[config.mk]
export PLATFORM = sky130hd
export DESIGN_NAME = wr_path_top
export DESIGN_NICKNAME = d
export VERILOG_FILES = /design/src/logic/wr_path_pkg.sv /design/src/logic/sync_fifo.sv /design/src/logic/burst_sequencer.sv /design/src/logic/wr_path_top.sv
export SDC_FILE = /design/constraint.sdc
export NUM_CORES = 1
export LEC_CHECK = 0
export BUFFER_PORTS_ARGS = -buffer_cell sky130_fd_sc_hd__buf_2
export CAP_MARGIN = 10
export CORE_ASPECT_RATIO = 1.2
export CORE_MARGIN = 4
export CORE_UTILIZATION = 36
export CTS_CLUSTER_SIZE = 24
export DETAILED_ROUTE_END_ITERATION = 6
export GPL_TIMING_DRIVEN = 0
export PLACE_DENSITY = 0.56
export SLEW_MARGIN = 30
export SYNTH_ARGS = -nofsm -noshare
export SYNTH_HDL_FRONTEND = slang
export SYNTH_SLANG_ARGS = --single-unit
[constraint.sdc]
create_clock -name clk -period 12.99 [get_ports clk]
set_input_delay 1.299 -clock clk [delete_from_list [all_inputs] [get_ports clk]]
set_output_delay 1.299 -clock clk [all_outputs]
set_load 0.005 [all_outputs]
[src/logic/wr_path_pkg.sv]
package wr_path_pkg;

  // memory side address width
  // one beat address, byte granular
  localparam int addr_w = 32;

  // data word carried by each beat
  // matches the outbuf word width
  localparam int data_w = 64;

  // beat count field of a macro request
  // a count of zero is legal and issues nothing
  localparam int beats_w = 10;

  // address step between consecutive beats
  // one data word is eight bytes
  localparam int beat_bytes = data_w / 8;

  // default depth of the macro request queue
  localparam int macro_q_depth_default = 4;

  // default depth of the memory request queue
  // absorbs grant back-pressure before the sequencer stalls
  localparam int req_q_depth_default = 8;

  // one queued macro write request
  // start address plus the number of beats to issue
  typedef struct packed {
    logic [addr_w-1:0]  addr;
    logic [beats_w-1:0] beats;
  } macro_req_t;

  // one memory write beat
  // size and direction are implied by this package
  typedef struct packed {
    logic [addr_w-1:0] addr;
    logic [data_w-1:0] data;
  } mem_req_t;

endpackage

[src/logic/sync_fifo.sv]
`timescale 1ns/100ps

module sync_fifo #(
  parameter type payload_t = logic,
  parameter int  depth     = 4
) (
  input  logic     clk,
  input  logic     rst,
  input  logic     push,
  input  payload_t push_data,
  input  logic     pop,
  output payload_t head,
  output logic     empty,
  output logic     full
);

  // pointer needs at least one bit even for a single entry
  localparam int ptr_w = (depth > 1) ? $clog2(depth) : 1;
  // occupancy runs from 0 up to depth inclusive
  localparam int cnt_w = $clog2(depth + 1);
  // highest slot index, pointers wrap after it
  localparam logic [ptr_w-1:0] last_slot = ptr_w'(depth - 1);

  // circular storage
  payload_t mem [depth];

  logic [ptr_w-1:0] wr_ptr;
  logic [ptr_w-1:0] rd_ptr;
  logic [cnt_w-1:0] count;
  logic             push_ok;
  logic             pop_ok;

  // step a pointer with wrap for any depth
  function automatic logic [ptr_w-1:0] next_ptr(input logic [ptr_w-1:0] ptr);
    logic [ptr_w-1:0] nxt;
    if (ptr == last_slot) begin
      nxt = '0;
    end else begin
      nxt = ptr + ptr_w'(1);
    end
    return nxt;
  endfunction

  // status from occupancy
  assign empty = (count == '0);
  assign full  = (count == cnt_w'(depth));

  // drop push when full, drop pop when empty
  assign push_ok = push && !full;
  assign pop_ok  = pop && !empty;

  // show-ahead head, valid whenever not empty
  assign head = mem[rd_ptr];

  // storage write, no reset on payload
  always_ff @(posedge clk) begin
    if (push_ok) begin
      mem[wr_ptr] <= push_data;
    end
  end

  // pointers and occupancy
  always_ff @(posedge clk) begin
    if (rst) begin
      wr_ptr <= '0;
      rd_ptr <= '0;
      count  <= '0;
    end else begin
      if (push_ok) begin
        wr_ptr <= next_ptr(wr_ptr);
      end
      if (pop_ok) begin
        rd_ptr <= next_ptr(rd_ptr);
      end
      // simultaneous push and pop leaves count alone
      case ({push_ok, pop_ok})
        2'b10:   count <= count + cnt_w'(1);
        2'b01:   count <= count - cnt_w'(1);
        default: count <= count;
      endcase
    end
  end

endmodule

[src/logic/burst_sequencer.sv]
`timescale 1ns/100ps

module burst_sequencer (
  input  logic                           clk,
  input  logic                           rst,
  // macro request queue side
  input  logic                           macro_empty,
  input  wr_path_pkg::macro_req_t        macro_head,
  output logic                           macro_pop,
  // output buffer side, data shown ahead
  input  logic                           outbuf_empty,
  input  logic [wr_path_pkg::data_w-1:0] outbuf_data,
  output logic                           outbuf_pop,
  // memory request queue side
  input  logic                           req_full,
  output logic                           req_push,
  output wr_path_pkg::mem_req_t          req_data,
  // status
  output logic                           busy,
  output logic                           wr_done
);

  import wr_path_pkg::*;

  // a macro request is being split into beats
  logic               active;
  // address of the next beat to issue
  logic [addr_w-1:0]  cur_addr;
  // beats still to issue for the active request
  logic [beats_w-1:0] beats_left;

  logic               load;
  logic               issue;
  logic               last_beat;
  logic               finish;

  // idle with work waiting, take the queue head
  assign load      = !active && !macro_empty;
  assign macro_pop = load;

  // one beat per cycle when data is there and the queue has room
  assign issue = active && (beats_left != '0) && !outbuf_empty && !req_full;

  // beat consumes the outbuf word in the same cycle
  assign outbuf_pop = issue;
  assign req_push   = issue;

  assign last_beat = (beats_left == beats_w'(1));

  // request ends on its last beat
  // or right away when it carried no beats at all
  assign finish = active && ((beats_left == '0) || (issue && last_beat));

  // beat payload
  // current address paired with the outbuf head
  always_comb begin
    req_data      = '0;
    req_data.addr = cur_addr;
    req_data.data = outbuf_data;
  end

  // top level needs this for wr_ready
  assign busy = active;

  // control state
  always_ff @(posedge clk) begin
    if (rst) begin
      active     <= 1'b0;
      beats_left <= '0;
      wr_done    <= 1'b0;
    end else begin
      // done pulse one cycle after the finishing cycle
      wr_done <= finish;

      if (load) begin
        active     <= 1'b1;
        beats_left <= macro_head.beats;
      end else begin
        if (finish) begin
          active <= 1'b0;
        end
        // count down per issued beat
        if (issue) begin
          beats_left <= beats_left - beats_w'(1);
        end
      end
    end
  end

  // address register
  // loaded from the queue head, stepped per beat
  always_ff @(posedge clk) begin
    if (load) begin
      cur_addr <= macro_head.addr;
    end else if (issue) begin
      cur_addr <= cur_addr + addr_w'(beat_bytes);
    end
  end

endmodule

[src/logic/wr_path_top.sv]
`timescale 1ns/100ps

module wr_path_top #(
  parameter int macro_q_depth = wr_path_pkg::macro_q_depth_default,
  parameter int req_q_depth   = wr_path_pkg::req_q_depth_default
) (
  input  logic                            clk,
  input  logic                            rst,
  // macro write request from the producer
  input  logic                            wr_req,
  input  logic [wr_path_pkg::addr_w-1:0]  wr_addr,
  input  logic [wr_path_pkg::beats_w-1:0] wr_beats,
  output logic                            wr_ready,
  output logic                            wr_done,
  // output buffer
  input  logic                            outbuf_empty,
  input  logic [wr_path_pkg::data_w-1:0]  outbuf_data,
  output logic                            outbuf_pop,
  // memory system, valid/grant
  output logic                            mem_req_valid,
  output wr_path_pkg::mem_req_t           mem_req,
  input  logic                            mem_req_grant
);

  import wr_path_pkg::*;

  macro_req_t macro_in;
  macro_req_t macro_head;
  logic       macro_push;
  logic       macro_pop;
  logic       macro_empty;
  logic       macro_full;

  mem_req_t   req_data;
  logic       req_push;
  logic       req_pop;
  logic       req_empty;
  logic       req_full;

  logic       seq_busy;

  // pack the strobed request
  assign macro_in.addr  = wr_addr;
  assign macro_in.beats = wr_beats;

  // strobe while full is lost
  assign macro_push = wr_req && !macro_full;

  // macro request queue
  sync_fifo #(
    .payload_t (macro_req_t),
    .depth     (macro_q_depth)
  ) u_macro_q (
    .clk       (clk),
    .rst       (rst),
    .push      (macro_push),
    .push_data (macro_in),
    .pop       (macro_pop),
    .head      (macro_head),
    .empty     (macro_empty),
    .full      (macro_full)
  );

  // splits macro requests into beats
  burst_sequencer u_seq (
    .clk          (clk),
    .rst          (rst),
    .macro_empty  (macro_empty),
    .macro_head   (macro_head),
    .macro_pop    (macro_pop),
    .outbuf_empty (outbuf_empty),
    .outbuf_data  (outbuf_data),
    .outbuf_pop   (outbuf_pop),
    .req_full     (req_full),
    .req_push     (req_push),
    .req_data     (req_data),
    .busy         (seq_busy),
    .wr_done      (wr_done)
  );

  // memory request queue, head drives the bus directly
  sync_fifo #(
    .payload_t (mem_req_t),
    .depth     (req_q_depth)
  ) u_req_q (
    .clk       (clk),
    .rst       (rst),
    .push      (req_push),
    .push_data (req_data),
    .pop       (req_pop),
    .head      (mem_req),
    .empty     (req_empty),
    .full      (req_full)
  );

  // head advances only on a granted beat
  assign mem_req_valid = !req_empty;
  assign req_pop       = mem_req_valid && mem_req_grant;

  // whole path drained
  assign wr_ready = macro_empty && !seq_busy && req_empty;

endmodule

Word level (Yosys, flattened, before mapping)
Memory sizes are Yosys's and may differ from the RTL's. A register that Yosys moved wholly into a read port is not among the register bits.
Index checks and enable logic that the tools add are counted.
W data, S select, Z words.
{ "classes": {"n_addsub": 10, "eq_ne": 11, "n_mux": 20, "reduce_logical": 29} }
{ "op_table": {"columns": ["op", "count"], "rows": [
  ["$mux W32", 2],
  ["$add A32 B4 Y32 const B", 1],
  ["$mux W10", 2],
  ["$logic_and A1 B1 Y1", 14],
  ["$mux W3", 4],
  ["$eq A10 B1 Y1 const B", 1],
  ["$logic_not A10 Y1", 1],
  ["$reduce_bool A10 Y1", 1],
  ["$sub A10 B1 Y10 const B", 1],
  ["$add A3 B1 Y3 const B", 3],
  ["$eq A3 B3 Y1 const B", 3],
  ["$eq A2 B2 Y1 const B", 4],
  ["$mux W2", 4],
  ["$pmux W4 S2", 1],
  ["$reduce_bool A2 Y1", 4],
  ["$logic_not A1 Y1", 6],
  ["$mux W1", 6],
  ["$pmux W3 S2", 1],
  ["$add A2 B1 Y2 const B", 2],
  ["$add A4 B1 Y4 const B", 1],
  ["$eq A2 B1 Y1 const B", 2],
  ["$eq A4 B4 Y1 const B", 1],
  ["$logic_not A4 Y1", 1],
  ["$sub A4 B1 Y4 const B", 1],
  ["3 further kinds", 3]
]} }
{ "word_totals": {"register_bits": 61, "mem_bits_rw": 936, "output_inout_bits": 100, "wordCells": 82, "memories": 2} }
{ "mem_list": {"columns": ["name", "words", "width", "rd", "rd_clocked_by_memory_dff", "write_ports", "line_no", "rtl"], "rows": [
  ["u_req_q.mem", 8, 96, 1, 1, 1, "sync_fifo.sv:25", "payload_t mem [depth];"],
  ["u_macro_q.mem", 4, 42, 1, 1, 1, "sync_fifo.sv:25", null]
]} }

Longest topological paths before layout
Gate-level depths: netlist (run 1).
{ "logic_depth": {"word_depth": 9, "mapped_depth": 13} }

Cells and area by module
A second synthesis (run 1) with hierarchy kept.
{ "hier_totals": {"hier_cells": 1812, "hier_area_um2": 39257.7} }
{ "modules_own_cells": {"columns": ["mod", "n_inst", "cells_per_inst", "area_per_inst_um2"], "rows": [
  ["sync_fifo at u_req_q", 1, 1190, 29534.6],
  ["sync_fifo at u_macro_q", 1, 274, 6545.0],
  ["burst_sequencer", 1, 344, 3153.0],
  ["wr_path_top", 1, 4, 25.0]
]} }

Worst setup path before layout (run 1)
No wires, ideal clock.
{ "synth_path": {"path_kind": "input port to flip-flop", "startpoint": "input port outbuf_empty", "endpoint": "memory u_req_q.mem[0][0] (netlist name) (enable)", "arrival_time_ns": 10.965, "required_time_ns": 12.203, "path_slack_ns": 1.238, "stages": 5, "path_cell_list": "inv_1 and3_1 clkbuf_1 nand2_1 nor4_1"} }
{ "synth_between": {"elab_chain_cells": 6} }
{ "synth_lines": {"columns": ["element", "line_no", "rtl"], "rows": [
  ["from (decl)", "wr_path_top.sv:16", "input logic outbuf_empty,"],
  ["$logic_not A1 Y1", "burst_sequencer.sv:42", "assign issue = active && (beats_left != '0) && !outbuf_empty && !req_full;"],
  ["$logic_and A1 B1 Y1 (2 in a row)", "burst_sequencer.sv:42", null],
  ["$logic_and A1 B1 Y1", "sync_fifo.sv:49", "assign push_ok = push && !full;"],
  ["$mux W1", "sync_fifo.sv:57", "if (push_ok) begin"],
  ["$mux W1 (implied by the code)", "sync_fifo.sv:58", "mem[wr_ptr] <= push_data;"],
  ["to (decl)", "sync_fifo.sv:25", null]
]} }
No other way between the ends.

==> qor.yml, run 1 <==
finish:
  nNetsFinal: 2300
  drive_gt1_frac: 0.379
  final_util: 0.432
  area_delta_synth_final_pct: 19.3
worst_setup_path:
  cp_top_family: "buffers and inverters"
  crit_slowest_cell: "clkbuf_1"
  worstSetupPathType: "flip-flop to primary output"
  worst_ep_arrival_time_ns: 3.59
  max_stage_delay_ns: 0.74
  end_kind: "primary output"
  cp.required_ns: 11.69
  start_kind: "flip-flop"
  crit_path_frequent_cell: "clkbuf_1"
  cp_cell_sequence: "clkbuf_1 > clkbuf_1 > clkbuf_1 > mux2_2 > buf_2"
  r2r-start: "u_req_q.count[1]$_SDFFE_PP0P_"
  cp_max_fo: 10
  timing.critical_path.buf_inv: 4
sta:
  period_share: 0.376
  slew_headroom: 0.393
  period_needed_ns: 4.89
  setup_slack_ns: 8.10
  finalSetupViolations: 0
  skew_ns: 0.0202
  slew_viol_final: 0
  rsz0062_at_grt: "false"
  max_freq_ghz: 0.205
  hold_viol_final: 0
  tightest_slew_ns: 0.910
detailed_routing:
  detail-route-antenna-nets: 0
  routed_wl_um: 85900
  avgViaCountPerCell: 5.05
  wl_per_cell_um: 23.5
  firstDrtPassIters: 5
  drt_iter0_drc: 1412
  drc_errors: 0
  vias: 18400
synthesis:
  syn_area_per_cell_um2: 22.1
  postSynthCellCount: 1739
  synth-seq-cells: 1002
  netlist_area_um2: 38400
  ys_seq_area_frac: 0.774
  synth_ff_type: "edfxtp_1"
  syn-num-nets: 1867
  synth_edf_count: 968
  async_flop_share: 0
  yosysWarnings: 0
  yosysUniqueCellTypes: 47
cts:
  cts_root_buf: "clkbuf_16"
  cts_tree: "yes"
  cts_hold_buf: 0
  htree_levels: 3
  clk_latency_ns: 0.67
  clkTransAtPathRegs_ns: 0.06
  post_cts_resized: 0
  clk_path_buf_depth: 3
  cts-buffers-inserted: 99
  post_cts_buffers: 0
  clock-sinks: 1002
die:
  coreArea_um2: 106000
  pin_count: 211
  initial_core_util: 0.362
  die_area_um2: 112000
  die_w_um: 306
  die_h_um: 366
  rows: 131
placed_design:
  place_ws_ns: 8.28
  hpwl_um: 58500
  gp_congestion: 0.740
  numPortBuffers: 210
global_routing:
  grt_use_total: 0.153
  grt_overflow: 0
  first_global_vias: 19700
  grt_max_degree: 34
  grt_pass1_wl_um: 129000
  antenna_found_initial: 20
min_path:
  hp-start: "u_macro_q.rd_ptr[1]$_SDFFE_PP0P_"
  hold_class: "flip-flop to flip-flop"
run_status:
  status: "completed"
power:
  peakVddDrop_mv: 0.102
  p_per_area_nw_per_um2: 187
  p_leak_uw: 0.0147
flow_run:
  cap_violations: 0
-- stage by stage --
step	instances	total power (uW)	TNS (ns)	hold slack, ns	area, um^2
after floorplan	1739	5230	0	0.454	38400
after global placement	3345	5840	-2517.42	0.485	41200
after detailed placement	3467	5890	0	0.473	42600
after CTS	3644	8740	0	0.488	45800
after global routing	3647	9020	0	0.526	45900
final	3652	8600	0	0.485	45900
-- synth_stat cells, types with 5 or more instances --
master	n	area, um^2
mux2_2	96	1080
a31oi_1	14	87.6
clkbuf_1	55	206
and4_1	5	43.8
inv_1	19	71.3
o31ai_1	7	52.6
ha_1	16	200
edfxtp_1	968	29100
nor3_1	11	55.1
nor2_1	39	146
xnor2_1	10	87.6
nand3_1	17	85.1
a311oi_1	6	52.6
a21oi_1	16	80.1
mux4_2	234	5270
and2_1	7	43.8
nand2_1	35	131
xor2_1	9	78.8
o21ai_0	33	165
dfxtp_1	34	681
or3_1	16	100
buf_1	5	18.8
nand4_1	9	56.3
or4_1	11	82.6
nor4_1	5	31.3
buf_2	24	120
-- final cells by class --
class / count / area, um^2
Fill cell: 9187 / 60300
Sequential cell: 1002 / 29700
Multi-Input combinational cell: 633 / 8330
Clock buffer: 122 / 2610
Timing Repair Buffer: 332 / 2380
Tap cell: 1396 / 1750
Clock inverter: 55 / 606
Buffer: 85 / 363
Inverter: 19 / 71.3
Antenna cell: 8 / 20.0
-- worst min-delay path: cells and delay by family, from the launching register on --
family / cells / cell delay, ns
AND/OR/NAND/NOR: 1 / 0.05
AO/OA/AOI/OAI: 1 / 0.07
flip-flops: 1 / 0.31
-- registers in the layout (all words and copies together), names as in the netlist, 2 cells and up, named ones only --
| name | cells |
|---|---|
| u_macro_q.count | 3 |
| u_req_q.mem | 768 |
| u_req_q.rd_ptr | 3 |
| u_macro_q.rd_ptr | 2 |
| u_req_q.count | 4 |
| u_seq.cur_addr | 32 |
| u_req_q.wr_ptr | 3 |
| u_macro_q.wr_ptr | 2 |
| u_macro_q.mem | 168 |
| u_seq.beats_left | 10 |
-- layout by cell type, fill, tap and decap left out, types with 10 or more instances in the layout --
master     synthesis  routed
ha_1              16      16
o21ai_0           33      33
or3_1             16      16
inv_1             19      19
xnor2_1           10      10
nand2_1           35      34
a31oi_1           14      14
buf_2             24     258
clkbuf_1          55      71
buf_6              1      10
clkbuf_16          0     100
dfxtp_1           34      34
mux2_2            96      96
nor2_1            39      36
edfxtp_1         968     968
mux4_2           234     234
nand3_1           17      17
buf_4              0      66
or4_1             11      11
bufinv_16          0      10
clkinv_2           0      16
a21oi_1           16      16
clkinv_1           0      16
buf_16             0      18
-- where the power goes --
| group | internal, uW | switching (uW) |
|---|---|---|
| Combinational | 741 | 865 |
| Sequential | 3940 | 223 |
| Clock | 1630 | 1200 |
| Total | 6310 | 2280 |
-- metal layers --
metal,vias to the layer above,track usage,share of wire
met5,-,0,0.0013
met1,9614,0.202,0.41
met3,143,0.0320,0.057
met4,18,0.0438,0.025
met2,461,0.257,0.50
li1,8189,-,-
-- final timing paths --
check,endpoint,slack [ns],cells after the start
min reg2reg,u_macro_q.rd_ptr[1]$_SDFFE_PP0P_,0.48,2
min,u_macro_q.rd_ptr[1]$_SDFFE_PP0P_,0.48,2
max reg2reg,u_req_q.mem[0][28]$_DFFE_PP_,8.92,13
max,mem_req[71],8.10,5
-- logic make-up after synthesis --
| logic type | after synthesis | synth area share |
|---|---|---|
| muxes | 334 | 0.166 |
| adders and majority gates | 17 | 0.00573 |
| DFF | 1002 | 0.774 |
| and+or+nand+nor | 176 | 0.0248 |
| buffers and inverters | 104 | 0.0111 |
| xor gates and xnor gates | 19 | 0.00433 |
| AOI/OAI and AO/OA | 87 | 0.0138 |
No activity file was read; power rests on OpenSTA's default activity.
==> inputs of run 2 (changes only) <==
--- a/config.mk
+++ b/config.mk
@@ -5,6 +5,7 @@
 export SDC_FILE = /design/constraint.sdc
 export NUM_CORES = 1
 export LEC_CHECK = 0
+export ABC_AREA = 1
 export BUFFER_PORTS_ARGS = -buffer_cell sky130_fd_sc_hd__buf_2
 export CAP_MARGIN = 10
 export CORE_ASPECT_RATIO = 1.2
==> constraint.sdc (replaced) <==
create_clock -name clk -period 4.6 [get_ports clk]
set_input_delay 0.46 -clock clk [delete_from_list [all_inputs] [get_ports clk]]
set_output_delay 0.46 -clock clk [all_outputs]
set_load 0.005 [all_outputs]
==> qor.yml, run 2 <==
cts:
  clk_latency_ns: 0.69  # +0.02 ns
  post_cts_buffers: 0  # unchanged
  cts_root_buf: "clkbuf_16"
  cts_tree: "yes"
  post_cts_resized: 0  # unchanged
  clock-sinks: 1002  # unchanged
  cts-buffers-inserted: 100  # +1.0%
  clk_path_buf_depth: 3  # unchanged
  clkTransAtPathRegs_ns: 0.06  # about the same
  htree_levels: 3  # unchanged
synthesis:
  ys_seq_area_frac: 0.744  # -0.0303
  syn-num-nets: 3302  # +77%
  postSynthCellCount: 3174  # +83%
  synth_most_common_cell: "edfxtp_1"
  netlist_area_um2: 40000  # +4.1%
  syn_area_per_cell_um2: 12.6  # -43%
  yosys.area.top_type: "edfxtp_1"
  synth_top_area_frac: 0.727  # -0.0296
  synth_area_leaders: "edfxtp_1 (73%), nor2_1 (7.0%), nand2_1 (5.0%)"
  synth_ff_type: "edfxtp_1"
  synth-seq-cells: 1002  # unchanged
  yosysWarnings: 0  # unchanged
  synth_edf_count: 968  # unchanged
  yosysUniqueCellTypes: 41  # -13%
  synth_common_cells: "edfxtp_1 (968), nor2_1 (751), nand2_1 (532)"
  async_flop_share: 0  # unchanged
detailed_routing:
  firstDrtPassIters: 5  # unchanged
  routed_wl_um: 109000  # +27%
  drt_iter0_drc: 2393  # +69%
  vias: 26000  # +41%
  avgViaCountPerCell: 5.04  # -0.12%
  wl_per_cell_um: 21.2  # -9.9%
  drc_errors: 0  # unchanged
  detail-route-antenna-nets: 0  # unchanged
sta:
  period_share: 0.815
  setup_slack_ns: 0.852  # -7.25 ns
  max_freq_ghz: 0.267
  finalSetupViolations: 0  # unchanged
  hold_viol_final: 0  # unchanged
  skew_ns: 0.0257  # +0.00545 ns
  rsz0062_at_grt: "false"
  slew_viol_final: 0  # unchanged
  tightest_slew_ns: 0.910  # -0.0000157 ns
  slew_headroom: 0.393  # about the same
  period_needed_ns: 3.75
finish:
  largest_register_ffs: 768  # unchanged
  area_delta_synth_final_pct: 20.6
  drive_gt1_frac: 0.139  # -0.240
  regMostFlops: "u_req_q.mem"
  final_util: 0.439  # +0.00668
  final_common_cell: "edfxtp_1"
  final_cell_mix: "edfxtp_1 (968), nor2_1 (739), nand2_1 (532), o21ai_0 (280), buf_2 (255)"
  fillers: 10100  # +9.8%
  reg.largest.list: "u_req_q.mem (768), u_macro_q.mem (168), u_seq.cur_addr (32)"
  multi_input_area_um2: 9160  # +10%
  nNetsFinal: 3723  # +62%
  seqCellArea_um2: 29700  # unchanged
power:
  p_clk_frac: 0.276  # -0.053
  peakVddDrop_mv: 0.324  # +220%
  p_seq_frac: 0.417  # -0.067
  p_sw_frac: 0.352  # +0.0859
  p_sw_uw: 10000  # +340%
  p_per_area_nw_per_um2: 592  # +220%
  internal_power_uw: 18500  # +190%
  p_comb_frac: 0.307  # +0.120
  p_leak_uw: 0.0169  # +15%
die:
  die_w_um: 312  # +2.0%
  initial_core_util: 0.364  # +0.00179
  pin_count: 211  # unchanged
  rows: 133  # +1.5%
  die_area_um2: 117000  # +4.0%
  die_h_um: 373  # +2.0%
  coreArea_um2: 110000  # +3.6%
min_path:
  hold_class: "input port to flip-flop"
  whs_path_depth: 1  # -1
worst_setup_path:
  worst_ep_arrival_time_ns: 3.29  # -0.30 ns
  cp_max_fo: 10  # unchanged
  start_kind: "flip-flop"
  cp.required_ns: 4.14  # -7.55 ns
  end_kind: "primary output"
  reg2regPathDepth: 11  # -2
  worstSetupPathType: "flip-flop to primary output"
run_status:
  status: "completed"
placed_design:
  place_ws_ns: 1.46  # -6.82 ns
  gp_congestion: 0.781  # +5.5%
  hpwl_um: 72600  # +24%
  numPortBuffers: 209  # -0.48%
global_routing:
  grt_pass1_wl_um: 163000  # +27%
  grt_overflow: 0  # unchanged
  antenna_found_initial: 9  # -55%
  first_global_vias: 25900  # +31%
  grt_max_degree: 39  # +15%
  grt_use_total: 0.184  # +0.0311
flow_run:
  cap_violations: 0  # unchanged
==> run 2: worst max-delay path: stages, from the launching register on <==
cell      delay, ns
dfxtp_1        0.29
buf_2          0.23
clkinv_1       0.29
clkbuf_1       0.72
clkbuf_1       0.52
nand2_1        0.15
nand2_1        0.23
buf_2          0.16
==> run 2: cell families (layout without fill, tap and decap cells) <==
logic type,Yosys count,after routing,synth area share
buffers and inverters,249,749,0.0296
flip-flops,1002,1002,0.744
adder cells (fa/ha/maj),17,17,0.00550
AO/OA/AOI/OAI,536,536,0.0873
AND/OR/NAND/NOR,1356,1356,0.131
XOR/XNOR,14,14,0.00306
other,0,5,0
==> run 2: routing by layer <==
layer,GRT usage,vias up,wire [um]
li1,-,12300,-
met1,0.235,12700,45100
met2,0.319,797,54300
met3,0.0324,157,7000
met4,0.0603,6,2980
met5,0,-,40
==> run 2: final cells by class <==
type | count | area share
Inverter | 60 | 0.00469
Clock buffer | 124 | 0.0546
Sequential cell | 1002 | 0.617
Clock inverter | 57 | 0.0108
Antenna cell | 5 | 0.000259
Tap cell | 1485 | 0.0385
Buffer | 189 | 0.0199
Multi-Input combinational cell | 1923 | 0.190
Timing Repair Buffer | 319 | 0.0646
==> run 2: worst paths after layout <==
kind                                    start                              end  slack [ns]
max                                 flip-flop                      mem_req[75]        0.85
min reg2reg   u_macro_q.count[2]$_SDFFE_PP0P_  u_macro_q.count[2]$_SDFFE_PP0P_        0.49
max reg2reg  u_seq.beats_left[0]$_SDFFE_PP0P_     u_req_q.mem[4][67]$_DFFE_PP_        1.54
min                           outbuf_data[59]     u_req_q.mem[7][59]$_DFFE_PP_        0.05
==> run 2: power groups by stage <==
stage	Sequential (uW)	Combinational, uW	Clock [uW]
floorplan	11800	5010	0
global placement	12200	8570	0
detailed placement	12100	8830	0
CTS	11900	8910	8060
global route	12000	9740	8450
finish	11900	8770	7890
==> run 2: what timing repair did <==
item / CTS / global route
hold buffers: 52 / 0
setup endpoints to repair: 0 / 0
endpoints found under the hold margin: 239 / 0
==> run 2: stage by stage <==
stage / hold slack (ns) / instances / power, uW / area (um^2) / TNS, ns
5_1_grt: 0.0259 / 5160 / 30200 / 48200 / 0
3_5_place_dp: 0.487 / 4926 / 20900 / 44500 / 0
6_report: 0.0526 / 5164 / 28600 / 48200 / 0
4_1_cts: 0.000531 / 5159 / 28900 / 48200 / 0
3_3_place_gp: 0.476 / 4868 / 20700 / 42900 / -2979.67
2_1_floorplan: 0.459 / 3174 / 16800 / 40000 / -489.08
